[src/cache_geom_pkg.sv]
/*
 * Geometry of the four-way level-two cache.
 * Address field widths, line and word sizes and the vector types that
 * carry them. Modules that slice addresses or move lines import this
 * package in their header.
 */

`default_nettype none

package cache_geom_pkg;

    localparam int NUM_WAYS       = 4;
    localparam int NUM_SETS       = 16;
    localparam int WORDS_PER_LINE = 4;
    localparam int WORD_BITS      = 128;
    localparam int ADDR_BITS      = 32;
    localparam int OFFSET_BITS    = 6;   // byte offset in a line whose bits 5:4 pick the word
    localparam int INDEX_BITS     = 4;
    localparam int TAG_BITS       = 22;
    localparam int LINE_BITS      = 512;
    localparam int MEM_ADDR_BITS  = 28;  // word granular

    typedef logic [ADDR_BITS-1:0]                 addr_t;
    typedef logic [TAG_BITS-1:0]                  tag_t;
    typedef logic [INDEX_BITS-1:0]                index_t;
    typedef logic [$clog2(WORDS_PER_LINE)-1:0]    word_sel_t;
    typedef logic [$clog2(NUM_WAYS)-1:0]          way_t;
    typedef logic [NUM_WAYS-1:0]                  way_mask_t;
    typedef logic [WORD_BITS-1:0]                 word_t;
    typedef logic [LINE_BITS-1:0]                 line_t;
    typedef logic [NUM_WAYS-2:0]                  plru_t;     // three tree bits
    typedef logic [MEM_ADDR_BITS-1:0]             mem_addr_t;

endpackage

`default_nettype wire

[src/l2_beat_counter.sv]
/*
 * Beat counter for line transfers on the 128-bit memory bus.
 * Counts accepted beats from zero, flags the fourth one and shifts each
 * returned word into the refill line, word 0 ending up lowest.
 */

`timescale 1ns/1ps
`default_nettype none

module l2_beat_counter
    import cache_geom_pkg::*;
(
    input  logic      clk,
    input  logic      arst_n,
    input  logic      beat_start,
    input  logic      beat_accept,
    input  word_t     mem_rdata,
    output word_sel_t beat,
    output logic      beat_last,
    output line_t     fill_line
);

    always_ff @(posedge clk or negedge arst_n) begin
        if (!arst_n) begin
            beat <= '0;
        end else if (beat_start) begin
            beat <= '0;
        end else if (beat_accept) begin
            beat <= beat + 1'b1;  // wraps after the last beat
        end
    end

    assign beat_last = beat_accept && (beat == word_sel_t'(WORDS_PER_LINE - 1));

    always_ff @(posedge clk) begin
        if (beat_accept) begin
            fill_line <= {mem_rdata, fill_line[LINE_BITS-1:WORD_BITS]};
        end
    end

endmodule

`default_nettype wire

[config.mk]
export PLATFORM = sky130hd
export DESIGN_NAME = l2_beat_counter
export DESIGN_NICKNAME = d
export VERILOG_FILES = /design/src/cache_geom_pkg.sv /design/src/l2_beat_counter.sv
export SDC_FILE = /design/constraint.sdc
export NUM_CORES = 1
export LEC_CHECK = 0
export BUFFER_PORTS_ARGS = -buffer_cell sky130_fd_sc_hd__buf_4
export CAP_MARGIN = 10
export CORE_AREA = 2 2 255 257
export DETAILED_ROUTE_END_ITERATION = 8
export DIE_AREA = 0 0 257 259
export PLACE_DENSITY = 0.43
export SLEW_MARGIN = 10
export SYNTH_ARGS = -nofsm -noshare
export SYNTH_HDL_FRONTEND = slang
export SYNTH_SLANG_ARGS = --single-unit
[constraint.sdc]
create_clock -name clk -period 1.2 [get_ports clk]
set_clock_uncertainty 0.15 [all_clocks]
set_input_delay 0.12 -clock clk [delete_from_list [all_inputs] [get_ports clk]]
set_output_delay 0.12 -clock clk [all_outputs]
set_load 0.05 [all_outputs]
==> metrics.yaml <==
run_status:
  outcome: "complete, but fails checks"
  failed_checks: "negative hold slack, negative setup slack"
pwr:
  p_leak_nw: 11.46
  vdd_ir_drop_max_mv: 1.234
  power.density_mw_per_mm2: 1667
grt:
  gr-total-overflow: 0
  grt_pass1_wl_um: 66830
  track_usage_pct: 13.59
  grt_pass1_vias: 10160
  antenna_found_initial: 2
  grt_max_degree: 61
clocking:
  cts_tree: "yes"
  cts-root-buf: "clkbuf_16"
  cts_made_buffers: 56
  insertion_delay_ns: 0.57
  cts.sinks: 514
  htree_levels: 2
  cts_buffer_depth: 3
  clk_pin_slew_ns: 0.06
cells_and_area:
  layout.cells.most_common: "buf_6"
  fillCellCount: 5548
  nets: 1726
  fin_area_mm2: 0.02842
  finalNonFillerCells: 2487
  final_cell_mix: "514 x buf_6, 512 x edfxtp_1, 340 x buf_4"
  area_delta_synth_final_pct: 83.72
  layout-drive-gt1-share_pct: 58.19
synthesis:
  ys_ff_latch: 514
  ys_seq_area_share_pct: 99.70
  synth_nets: 653
  synthCells: 520
  ys.warnings.count: 0
  ys_types: 7
  syn_avg_cell_area_um2: 29.75
  netlist_area_mm2: 0.01547
place:
  dp_cells: 2063
  placed_cell_area_mm2: 0.02188
  dp_hpwl_um: 33180
  numPortBuffers: 646
  gp_congestion: 0.7956
  dp_slack_ns: -0.03818
sta:
  slew_headroom_pct: 58.45
  rsz0062_at_grt: "yes"
  worst_slew_pin_slew_ns: 0.6223
  whs_ns: -0.005486
  finalWorstPathRequiredPeriod_ns: 1.727
  finalCritPeriodShare_pct: 143.9
  finalSetupViolations: 516
  max_freq_mhz: 579.2
  fin_ws_ns: -0.5265
  slew_viol_final: 0
  finalHoldViolations: 9
route:
  drc: 0
  routed_via_density: 3.797
  dr.pass1.iters: 7
  vias: 9442
  ant_nets: 0
  drt_iter0_drc: 551
  routedWlPerCell_um: 19.27
  finalWirelength_um: 47930
worst_setup_path:
  crit_start: "beat[1]"
  r2r_cells: 5
  cp-end-kind: "output port"
  cp_max_fo: 2
  criticalPathCategory: "reg2out"
  cp.required_ns: 0.93
  cp.arrival_ns: 1.46
  start_kind: "flip-flop"
  r2r-start: "beat[1]"
die:
  rows: 93
  core_area_mm2: 0.06388
  num_io_pins: 647
  die_w_um: 257
  start_util_pct: 24.22
  die_area_mm2: 0.06656
  die_h_um: 259
min_path:
  hold_path.startpoint: "beat_accept"
  min_path_cells: 3
  hold_path.class: "in2reg"
run:
  maxCapViolations: 0
==> routing by layer <==
| metal | GRT usage, % | vias to the layer above | wire (um) |
|---|---|---|---|
| li1 | - | 4284 | - |
| met1 | 14.87 | 4655 | 17450 |
| met2 | 24.09 | 402 | 24980 |
| met3 | 4.814 | 99 | 3883 |
| met4 | 5.313 | 2 | 1607 |
| met5 | 0 | - | 12 |
==> what timing repair did <==
action / 4_1_cts / 5_1_grt
setup endpoints to repair: 515 / 913
setup buffers: 117 / 66
hold endpoints to repair: 320 / 17
hold buffers: 145 / 2
pin swaps: 1 / 0
resized for setup: 519 / 9
==> final cells by class <==
class                   instances  area [um2]  share of cell area (%)
flip-flops and latches        514       15430                   54.28
repair buffers               1015       10120                   35.59
clock buffers                  71        1479                   5.203
well taps                     855        1070                   3.764
clock inverters                25       277.8                  0.9772
multi-input cells               6       50.05                  0.1761
diodes                          1       2.502                0.008804
==> through the flow <==
step	TNS (ns)	total power [W]	util (%)	hold WS [ns]
after floorplan	-0.05901	0.02612	-	-0.3256
after CTS	-244.63	0.04778	43.69	-0.02826
final	-117.30	0.04738	44.49	-0.005486
after global placement	-1.776	0.02923	34.25	-0.2384
after global routing	-147.74	0.04894	44.49	0.003293
after detailed placement	-2.255	0.02922	34.25	-0.2391
==> sequential cells by signal, indices dropped and copies added, names as in the netlist <==
signal     cells
fill_line    512
beat           2
==> synthesized netlist by cell type <==
cell	number	share of area (%)
edfxtp_1	512	99
dfrtp_1	2	0.32
nor2_1	2	0.049
and2_2	1	0.049
ha_1	1	0.081
mux2i_1	1	0.065
xnor2_1	1	0.057
==> worst max-delay path: stages, from the launching register on <==
cell     delay, ns
dfrtp_2       0.41
ha_2          0.17
and2_4        0.15
buf_8         0.14
==> cell families (layout without fill, tap and decap cells) <==
logic type	after synthesis	count (layout)	synth area share (%)
xor+xnor	1	1	0.05662
fa+ha+maj	1	1	0.08086
buf+inv	0	1111	0
flops	514	514	99.70
mux	1	1	0.06470
other cells	0	1	0
simple gates	3	3	0.09708
==> power breakdown <==
part           internal [W]  switching, W  total, W  leakage (nW)
Sequential           0.0212      0.000827    0.0221          5.03
Clock               0.00992       0.00675    0.0167         0.853
Combinational       0.00330       0.00537   0.00866          5.57
Total                0.0344        0.0129    0.0474          11.5
==> path summary, 6_finish.rpt <==
kind | to | slack [ns]
max | beat_last | -0.53
min | fill_line[147] | -0.005
max reg2reg | beat[1] | -0.02
min reg2reg | fill_line[312] | 0.32
max in group asynchronous | beat[1] | 0.45
min in group asynchronous | beat[0] | 0.29
No activity file was read; power rests on OpenSTA's default activity.
