File: src/cache_geom_pkg.sv
/*
 * Geometry of the four-way level-two cache.
 * Address field widths, line and word sizes and the vector types that
 * carry them. Modules that slice addresses or move lines import this
 * package in their header.
 */

`default_nettype none

package cache_geom_pkg;

    localparam int NUM_WAYS       = 4;
    localparam int NUM_SETS       = 16;
    localparam int WORDS_PER_LINE = 4;
    localparam int WORD_BITS      = 128;
    localparam int ADDR_BITS      = 32;
    localparam int OFFSET_BITS    = 6;   // byte offset in a line whose bits 5:4 pick the word
    localparam int INDEX_BITS     = 4;
    localparam int TAG_BITS       = 22;
    localparam int LINE_BITS      = 512;
    localparam int MEM_ADDR_BITS  = 28;  // word granular

    typedef logic [ADDR_BITS-1:0]                 addr_t;
    typedef logic [TAG_BITS-1:0]                  tag_t;
    typedef logic [INDEX_BITS-1:0]                index_t;
    typedef logic [$clog2(WORDS_PER_LINE)-1:0]    word_sel_t;
    typedef logic [$clog2(NUM_WAYS)-1:0]          way_t;
    typedef logic [NUM_WAYS-1:0]                  way_mask_t;
    typedef logic [WORD_BITS-1:0]                 word_t;
    typedef logic [LINE_BITS-1:0]                 line_t;
    typedef logic [NUM_WAYS-2:0]                  plru_t;     // three tree bits
    typedef logic [MEM_ADDR_BITS-1:0]             mem_addr_t;

endpackage

`default_nettype wire

File: src/l2_plru.sv
/*
 * Tree pseudo-LRU replacement for the four-way cache.
 * Picks the lowest invalid way first, else walks the three tree bits of
 * the set. A touch points the tree away from the touched way.
 */

`timescale 1ns/1ps
`default_nettype none

module l2_plru
    import cache_geom_pkg::*;
(
    input  logic      clk,
    input  logic      arst_n,
    input  index_t    index,
    input  way_mask_t valids,
    input  logic      touch,
    input  way_t      touch_way,
    output way_t      victim_way
);

    plru_t tree [NUM_SETS];
    plru_t cur;

    assign cur = tree[index];

    always_comb begin
        if (!valids[0]) begin
            victim_way = way_t'(0);
        end else if (!valids[1]) begin
            victim_way = way_t'(1);
        end else if (!valids[2]) begin
            victim_way = way_t'(2);
        end else if (!valids[3]) begin
            victim_way = way_t'(3);
        end else if (!cur[0]) begin
            victim_way = cur[1] ? way_t'(1) : way_t'(0);  // left pair
        end else begin
            victim_way = cur[2] ? way_t'(3) : way_t'(2);  // right pair
        end
    end

    always_ff @(posedge clk or negedge arst_n) begin
        if (!arst_n) begin
            for (int s = 0; s < NUM_SETS; s++) begin
                tree[s] <= '0;
            end
        end else if (touch) begin
            case (touch_way)
                way_t'(0): tree[index] <= {cur[2], 1'b1, 1'b1};
                way_t'(1): tree[index] <= {cur[2], 1'b0, 1'b1};
                way_t'(2): tree[index] <= {1'b1, cur[1], 1'b0};
                default:   tree[index] <= {1'b0, cur[1], 1'b0};
            endcase
        end
    end

endmodule

`default_nettype wire

File: config.mk
export PLATFORM = sky130hd
export DESIGN_NAME = l2_plru
export DESIGN_NICKNAME = d
export VERILOG_FILES = /design/src/cache_geom_pkg.sv /design/src/l2_plru.sv
export SDC_FILE = /design/constraint.sdc
export NUM_CORES = 1
export LEC_CHECK = 0
export ABC_CLOCK_PERIOD_IN_PS = 5800
export BUFFER_PORTS_ARGS = -buffer_cell sky130_fd_sc_hd__buf_2
export CAP_MARGIN = 5
export CELL_PAD_IN_SITES_DETAIL_PLACEMENT = 1
export CELL_PAD_IN_SITES_GLOBAL_PLACEMENT = 1
export CORE_MARGIN = 3
export CORE_UTILIZATION = 52
export DETAILED_ROUTE_END_ITERATION = 12
export GPL_ROUTABILITY_DRIVEN = 0
export PLACE_DENSITY_LB_ADDON = 0.1
export SYNTH_ARGS = -nofsm -noshare
export SYNTH_HDL_FRONTEND = slang
export SYNTH_SLANG_ARGS = --single-unit
File: constraint.sdc
create_clock -name clk -period 5.8 [get_ports clk]
set_clock_uncertainty 0.1 [all_clocks]
set_input_delay 1.74 -clock clk [delete_from_list [all_inputs] [get_ports clk]]
set_output_delay 1.74 -clock clk [all_outputs]
set_load 0.02 [all_outputs]
==> flow_summary.ini, run 1 <==
[detailed_routing]
ant_nets = 0
viasPerCell = 6.05
drcViolationCount = 0
vias = 1596
wl_per_cell_microns = 19.2
drt_iter0_markers = 78
wirelength_mm = 5.06
firstDrtPassIters = 4

[die]
die_h_microns = 72.3
core_area_sq_mm = 0.00412
initial_utilization_pct = 55.5
num_rows = 23
io_pins = 15
die_x_microns = 72.3
die_area_sq_mm = 0.00523

[clocking]
clock_sinks = 48
cts_setup_buffers = 0
numCtsBuffers = 5
tritoncts = yes
ctsHoldBuffers = 0
h-tree-depth = 2
cts_resized = 0
root_buffer = clkbuf_8
clk_path_buf_depth = 2
clock_latency_ps = 310
path_clk_slew_ps = 90

[logic_synthesis]
synth-edff-count = 0
ys_ff_latch = 48
yosysSeqAreaShare_pct = 52.6
synthTopCellsByCount = nand2_1, dfrtp_1, o21ai_0, mux2_2, nand3_1
synth.distinct_cells = 23
synth_top_area_cell = dfrtp_1
synthCells = 200
syn-cell-area_sq_mm = 0.00228
synth_most_common_cell = nand2_1
yosysWarnings = 0
syn_avg_cell_area_sq_um = 11.4
synth_area_leaders = dfrtp_1, nand2_1, mux2_2
synth-main-ff-cell = dfrtp_1
syn-num-nets = 213
async_flop_share_pct = 100
synth.top_cell.area_share_pct = 52.6

[global_routing]
grt_pass1_vias = 1757
antenna_found_initial = 0
grt_usage_pct = 21.7
grt_pass1_wl_mm = 8.55
grt-ovfl-total = 0
grt_max_degree = 49

[timing]
period_needed_ps = 5450
tightest_slew_ps = 1040
slew_violations = 0
tns_ps = 0
final_hold_viol_count = 0
finalSetupViolations = 0
rsz0062_at_grt = no
whs_ps = 386
period_share_pct = 94.0
maxSlewHeadroom_pct = 30.9
fmax_ghz = 0.183

[setup_path]
timing.rr.start = tree[43]
crit_path_max_fanout = 20
rrSetupSlack_ps = 3230
start_kind = primary input
critPathKind = in2out
crit_required_ps = 3960
arrival_ps = 3610
endpoint_kind = primary output
r2r_end = tree[43]
ff2ff_path_depth = 6

[cells_and_area]
final_layout_size_suffix_gt1_share_pct = 22.4
area_growth_pct = 7.83
regMostFlops = tree
fillerInstances = 450
nets = 226
top_regs = tree: 48 flops
largest_reg_flops = 48
diodes = 0

[power_and_ir_drop]
ir_drop_uv = 253
power.density_cell_area_mw_per_mm2 = 335
leakage_nw = 1.14

[place]
dp_hpwl_mm = 3.62
io_buffers = 14

[job]
maxCapViolCount = 0

[hold_path]
holdPathEnd = tree[3]
hold_path_class = reg2reg
hold_path_depth = 2
hold_path_startpoint = tree[3]

[status]
status = complete, no violations
[layout make-up]
class                      count  area (sq um)  area share [%]
sequential                    48          1200            48.8
tap                           50          62.6            2.54
clock buffer                   5          68.8            2.79
clock inverter                 3          23.8           0.965
multi-input combinational    140          1010            41.2
inverter                       2          7.51           0.305
timing repair buffer          16          85.1            3.45
[cell families after synthesis]
family	Yosys count	share of synthesized area (%)
muxes	30	21.8
DFF	48	52.6
and+or+nand+nor	71	13.3
buffers and inverters	12	3.01
AOI/OAI and AO/OA	39	9.36
[per-stage QoR]
step	setup slack [ps]	power, mW	area [sq um]	utilization (%)	std cells
finish	345	0.826	2460	59.9	264
global route	268	0.875	2460	59.9	264
CTS	345	0.833	2460	59.9	264
detailed placement	340	0.632	2370	57.6	256
global placement	463	0.614	2370	57.6	256
floorplan	606	0.575	2280	-	200
[worst max-delay path, stage by stage]
cell     delay, ps
buf_2          360
mux4_1         620
a22oi_1        250
nand3_1        170
mux2i_1        150
a31oi_1        150
buf_2          180
[per-layer routing]
layer | share of wire [%] | global-route usage, %
met1 | 42 | 27.3
met2 | 52 | 36.7
met3 | 4.2 | 5.26
met4 | 1.4 | 7.72
met5 | 0 | 0
[cells in the final DEF (no fill, tap or decap)]
| master | count |
|---|---|
| buf_2 | 14 |
| clkinvlp_4 | 2 |
| mux2i_1 | 1 |
| and3_1 | 2 |
| nand3_1 | 10 |
| a31oi_1 | 1 |
| a21oi_1 | 1 |
| clkbuf_8 | 5 |
| nor3b_1 | 1 |
| nor2_1 | 4 |
| nand2_1 | 49 |
| mux4_2 | 6 |
| and3b_1 | 1 |
| dfrtp_1 | 48 |
| o211a_1 | 1 |
| a22oi_2 | 1 |
| a22oi_1 | 2 |
| buf_4 | 2 |
| nor2b_1 | 4 |
| mux2_2 | 16 |
| mux2_4 | 1 |
| o21ai_0 | 33 |
| inv_1 | 2 |
| clkinv_4 | 1 |
| mux4_1 | 6 |
[worst max path at each step]
| stage | startpoint | to | slack, ps | cells after the start |
|---|---|---|---|---|
| 2_1_floorplan | index[1] | victim_way[0] | 610 | 7 |
| 3_3_place_gp | index[1] | victim_way[0] | 460 | 7 |
| 3_5_place_dp | index[1] | victim_way[0] | 340 | 7 |
| 4_1_cts | index[1] | victim_way[0] | 350 | 7 |
| 5_1_grt | index[1] | victim_way[0] | 270 | 7 |
| 6_report | index[1] | victim_way[0] | 350 | 7 |
[power by group]
group / total (mW) / internal [mW] / switching (mW) / leakage, nW
registers: 0.452 / 0.412 / 0.0407 / 0.618
logic: 0.171 / 0.0876 / 0.0830 / 0.484
clock network: 0.203 / 0.0854 / 0.117 / 0.0404
No activity file was read; power rests on OpenSTA's default activity.
==> run 2: changes to the inputs <==
ABC_AREA = 1   (was not set)
CORE_UTILIZATION = 48   (was 52)
==> run 2 against run 1 <==
Against the previous run: worst hold slack improved by 5.7 ps; largest power group unchanged; sequential share of layout area decreased by 4.3 points; area after synthesis increased by 12%; sequential power increased by 3%; critical path depth increased by 5; largest cell class unchanged; first-iteration DRC count increased by 67%.
==> flow_summary.ini, run 2 <==
[setup_path]
timing.rr.start = tree[29]
arrival_ps = 3380
critPathSlowestCell = inv_1
start_kind = primary input
crit_path_frequent_cell = nand2_1
r2r_end = tree[26]
crit_required_ps = 3960
crit_path_max_fanout = 16
endpoint_kind = primary output
max_stage_delay_ps = 310
ff2ff_path_depth = 10
crit_chain = buf_2 -> inv_1 -> nand2_1 -> nand2_1 -> nand2_1 -> nand2_1 -> nor2_1 -> nand2_1 -> nand3_1 -> nand2_1 -> a21oi_2 -> buf_2
critPathKind = in2out
rrSetupSlack_ps = 3790
cp-endpoint = victim_way[0]
startpoint = index[1]

[cells_and_area]
final_layout_size_suffix_gt1_share_pct = 11.1
regMostFlops = tree
fin_cells = 418
diodes = 0
area_growth_pct = 5.78
final_common_cell = nand2_1
top_regs = tree: 48 flops
final_cell_mix = nand2_1, dfrtp_1, inv_1
nets = 363
largest_reg_flops = 48

[power_and_ir_drop]
power.density_cell_area_mw_per_mm2 = 325
leakage_nw = 1.42
ir_drop_uv = 130
total_power_uw = 878

[die]
num_rows = 25
die_area_sq_mm = 0.00623
core_area_sq_mm = 0.00494
die_h_microns = 79.0
io_pins = 15
initial_utilization_pct = 51.7
die_x_microns = 79.0

[job]
maxCapViolCount = 0

[logic_synthesis]
synth-edff-count = 0
syn-cell-area_sq_mm = 0.00255
yosysSeqAreaShare_pct = 47.0
ys_ff_latch = 48
yosysWarnings = 0
synth.distinct_cells = 22
synth_area_leaders = dfrtp_1, nand2_1, mux2i_1
synth_top_area_cell = dfrtp_1
syn_avg_cell_area_sq_um = 7.49
synth.top_cell.area_share_pct = 47.0
async_flop_share_pct = 100
synthTopCellsByCount = nand2_1, dfrtp_1, inv_1, nor2_1, o21ai_0
syn-num-nets = 354
synth-main-ff-cell = dfrtp_1
synthCells = 341
synth_most_common_cell = nand2_1

[clocking]
clk_path_buf_depth = 2
clock_sinks = 48
cts_setup_buffers = 0
cts_resized = 0
h-tree-depth = 2
path_clk_slew_ps = 80
numCtsBuffers = 5
clock_latency_ps = 300
tritoncts = yes
ctsHoldBuffers = 0
root_buffer = clkbuf_8

[global_routing]
grt-ovfl-total = 0
antenna_found_initial = 0
grt_pass1_vias = 2374
grt_pass1_wl_mm = 11.6
grt_max_degree = 49
grt_usage_pct = 24.0

[hold_path]
hold_path_class = reg2reg
hold_path_startpoint = tree[39]
hold_path_depth = 2

[detailed_routing]
firstDrtPassIters = 4
wl_per_cell_microns = 15.5
drt_iter0_markers = 130
wirelength_mm = 6.47
vias = 2158
ant_nets = 0
viasPerCell = 5.16
drcViolationCount = 0

[timing]
period_share_pct = 89.9
final_hold_viol_count = 0
maxSlewHeadroom_pct = 29.3
tns_ps = 0
rsz0062_at_grt = no
fmax_ghz = 0.192
period_needed_ps = 5220
slew_violations = 0
tightest_slew_ps = 1060
finalSetupViolations = 0

[place]
dp_hpwl_mm = 4.49
io_buffers = 14
dp_cells = 410

[status]
status = complete, no violations
==> run 2: routing by layer <==
layer	share of wire, %	global-route usage, %
met2	49	39.6
met3	2.7	3.06
met5	0	0
met4	1.6	8.25
met1	46	32.6
==> run 2: cells by family (layout without fill, tap and decap cells) <==
family / Yosys count / count (layout) / share of synthesized area, %
AOI/OAI and AO/OA: 43 / 43 / 9.21
buffers and inverters: 42 / 52 / 8.42
DFF: 48 / 48 / 47.0
muxes: 10 / 10 / 3.92
and+or+nand+nor: 198 / 198 / 31.4
==> run 2: area by class of cell <==
type	instances	area, sq um
fill	667	2240
multi-input combinational	251	1140
tap	67	83.8
sequential	48	1200
inverter	29	109
clock buffer	6	82.6
timing repair buffer	15	77.6
clock inverter	2	10.0
==> run 2: report_power, final <==
group          switching (mW)  internal [mW]  leakage (nW)
Combinational           0.130         0.0754         0.795
Clock                   0.112         0.0953        0.0510
Sequential             0.0494          0.416         0.571
Total                   0.291          0.587          1.42
==> run 2: worst max-delay path: cells and delay by family <==
family | cells | cell delay, ps
buf+inv | 3 | 770
simple gates | 8 | 750
compound gates | 1 | 110
==> run 2: per-stage QoR <==
stage / setup slack (ps) / utilization [%] / instance area, sq um / hold slack [ps]
2_1_floorplan: 1030 / - / 2550 / 353
3_3_place_gp: 622 / 52.8 / 2610 / 366
3_5_place_dp: 569 / 52.8 / 2610 / 374
4_1_cts: 565 / 54.7 / 2700 / 396
5_1_grt: 381 / 54.7 / 2700 / 426
6_report: 584 / 54.7 / 2700 / 392
==> run 2: how the worst min path moves through the flow <==
stage               end
3_3_place_gp   tree[34]
6_report       tree[39]
3_5_place_dp   tree[38]
5_1_grt        tree[38]
4_1_cts        tree[38]
2_1_floorplan  tree[10]
==> run 3: changes to the inputs <==
MAX_ROUTING_LAYER = met4   (was not set)
==> run 3 against run 2 <==
Against the previous run: flip-flop and latch count unchanged; non-clock buffer count stayed put; die area stayed put; count of clock-buffer cells in the layout stayed put; global-route usage increased by 0.71 points; cell count stayed put; routed wire length is 0.36% higher; via count up 0.56%; worst hold slack barely moved; first-iteration DRC count fell by 10%; cell area unchanged; critical path depth is the same; largest cell class unchanged; highest routed layer unchanged.
==> flow_summary.ini, run 3 (synthesis results as in run 2) <==
[detailed_routing]
wl_per_cell_microns = 15.5
drcViolationCount = 0
firstDrtPassIters = 4
drt_iter0_markers = 117
vias = 2170
viasPerCell = 5.19
drt-met1-wl_mm = 3.02
wirelength_mm = 6.50
ant_nets = 0
dr_wl_met3_microns = 183
met2_length_mm = 3.17
dr.max_layer_used = met4

[setup_path]
path_depth = 12
rrSetupSlack_ps = 3790
startpoint = index[1]
crit_chain = buf_2 -> inv_1 -> nand2_1 -> nand2_1 -> nand2_1 -> nand2_1 -> nor2_1 -> nand2_1 -> nand3_1 -> nand2_1 -> a21oi_2 -> buf_2
arrival_ps = 3380
crit_required_ps = 3960
max_stage_delay_ps = 310
critPathSlowestCell = inv_1
crit_path_max_fanout = 16
crit_buf_inv = 3
r2r_end = tree[26]
cp-endpoint = victim_way[0]
critPathKind = in2out
ff2ff_path_depth = 10
critical-path-top-delay-family = buffers and inverters
endpoint_kind = primary output
start_kind = primary input
crit_path_frequent_cell = nand2_1
timing.rr.start = tree[29]

[cells_and_area]
nets = 363
top_regs = tree: 48 flops
final_cell_mix = nand2_1, dfrtp_1, inv_1
final_layout_size_suffix_gt1_share_pct = 11.1
largest_reg_flops = 48
final_common_cell = nand2_1
regMostFlops = tree
area_growth_pct = 5.78
diodes = 0

[global_routing]
grt_max_degree = 49
grt_pass1_vias = 2366
grt_pass1_wl_mm = 11.6
grt_usage_pct = 24.7
antenna_found_initial = 0
grt-ovfl-total = 0

[clocking]
cts_resized = 0
tritoncts = yes
clock_latency_ps = 300
clk_path_buf_depth = 2
h-tree-depth = 2
clock_sinks = 48
ctsHoldBuffers = 0
cts_setup_buffers = 0
path_clk_slew_ps = 80
numCtsBuffers = 5
root_buffer = clkbuf_8

[die]
io_pins = 15
core_area_sq_mm = 0.00494
initial_utilization_pct = 51.7
num_rows = 25
die_h_microns = 79.0
die_area_sq_mm = 0.00623
die_x_microns = 79.0

[place]
io_buffers = 14
dp_hpwl_mm = 4.49

[timing]
period_needed_ps = 5220
slew_violations = 0
rsz0062_at_grt = no
tightest_slew_ps = 1070
finalSetupViolations = 0
maxSlewHeadroom_pct = 28.7
period_share_pct = 90.1
fmax_ghz = 0.191
tns_ps = 0
whs_ps = 392
final_hold_viol_count = 0

[hold_path]
hold_path_class = reg2reg

[power_and_ir_drop]
leakage_nw = 1.42
ir_drop_uv = 130
power.density_cell_area_mw_per_mm2 = 325

[status]
status = complete, no violations

[job]
maxCapViolCount = 0
run 3: per-layer routing:
metal  up-vias  track usage (%)
met3        11             3.06
met1      1053             32.9
li1       1073                -
met2        33             39.5
met4         0             8.25
met5         -                -
run 3: worst min path at each step:
stage,start,to,slack [ps],cells after the start
floorplan,tree[10],tree[10],350,2
global placement,tree[34],tree[34],370,2
detailed placement,tree[38],tree[38],370,2
CTS,tree[38],tree[38],400,2
global route,tree[38],tree[38],430,2
finish,tree[39],tree[39],390,2
run 3: metrics by stage:
stage               area [sq um]  utilization, %  total power, mW  setup slack (ps)  cells
floorplan                   2550               -            0.614              1030    341
global placement            2610            52.8            0.661               622    410
detailed placement          2610            52.8            0.678               569    410
CTS                         2700            54.7            0.888               565    418
global route                2700            54.7            0.949               381    418
finish                      2700            54.7            0.878               576    418
run 3: worst min-delay path: stages, from the launching register on:
cell and delay, ps:
dfrtp_1 350, nand2_1 50, o21ai_0 60
run 3: power breakdown:
| part | switching [mW] | internal [mW] | total, mW |
|---|---|---|---|
| combinational | 0.130 | 0.0753 | 0.205 |
| sequential | 0.0495 | 0.416 | 0.466 |
| clock | 0.112 | 0.0953 | 0.207 |
| total | 0.291 | 0.587 | 0.878 |
run 3: cell type report:
class,count,area [sq um]
fill,667,2240
sequential,48,1200
multi-input combinational,251,1140
inverter,29,109
tap,67,83.8
clock buffer,6,82.6
timing repair buffer,15,77.6
clock inverter,2,10.0
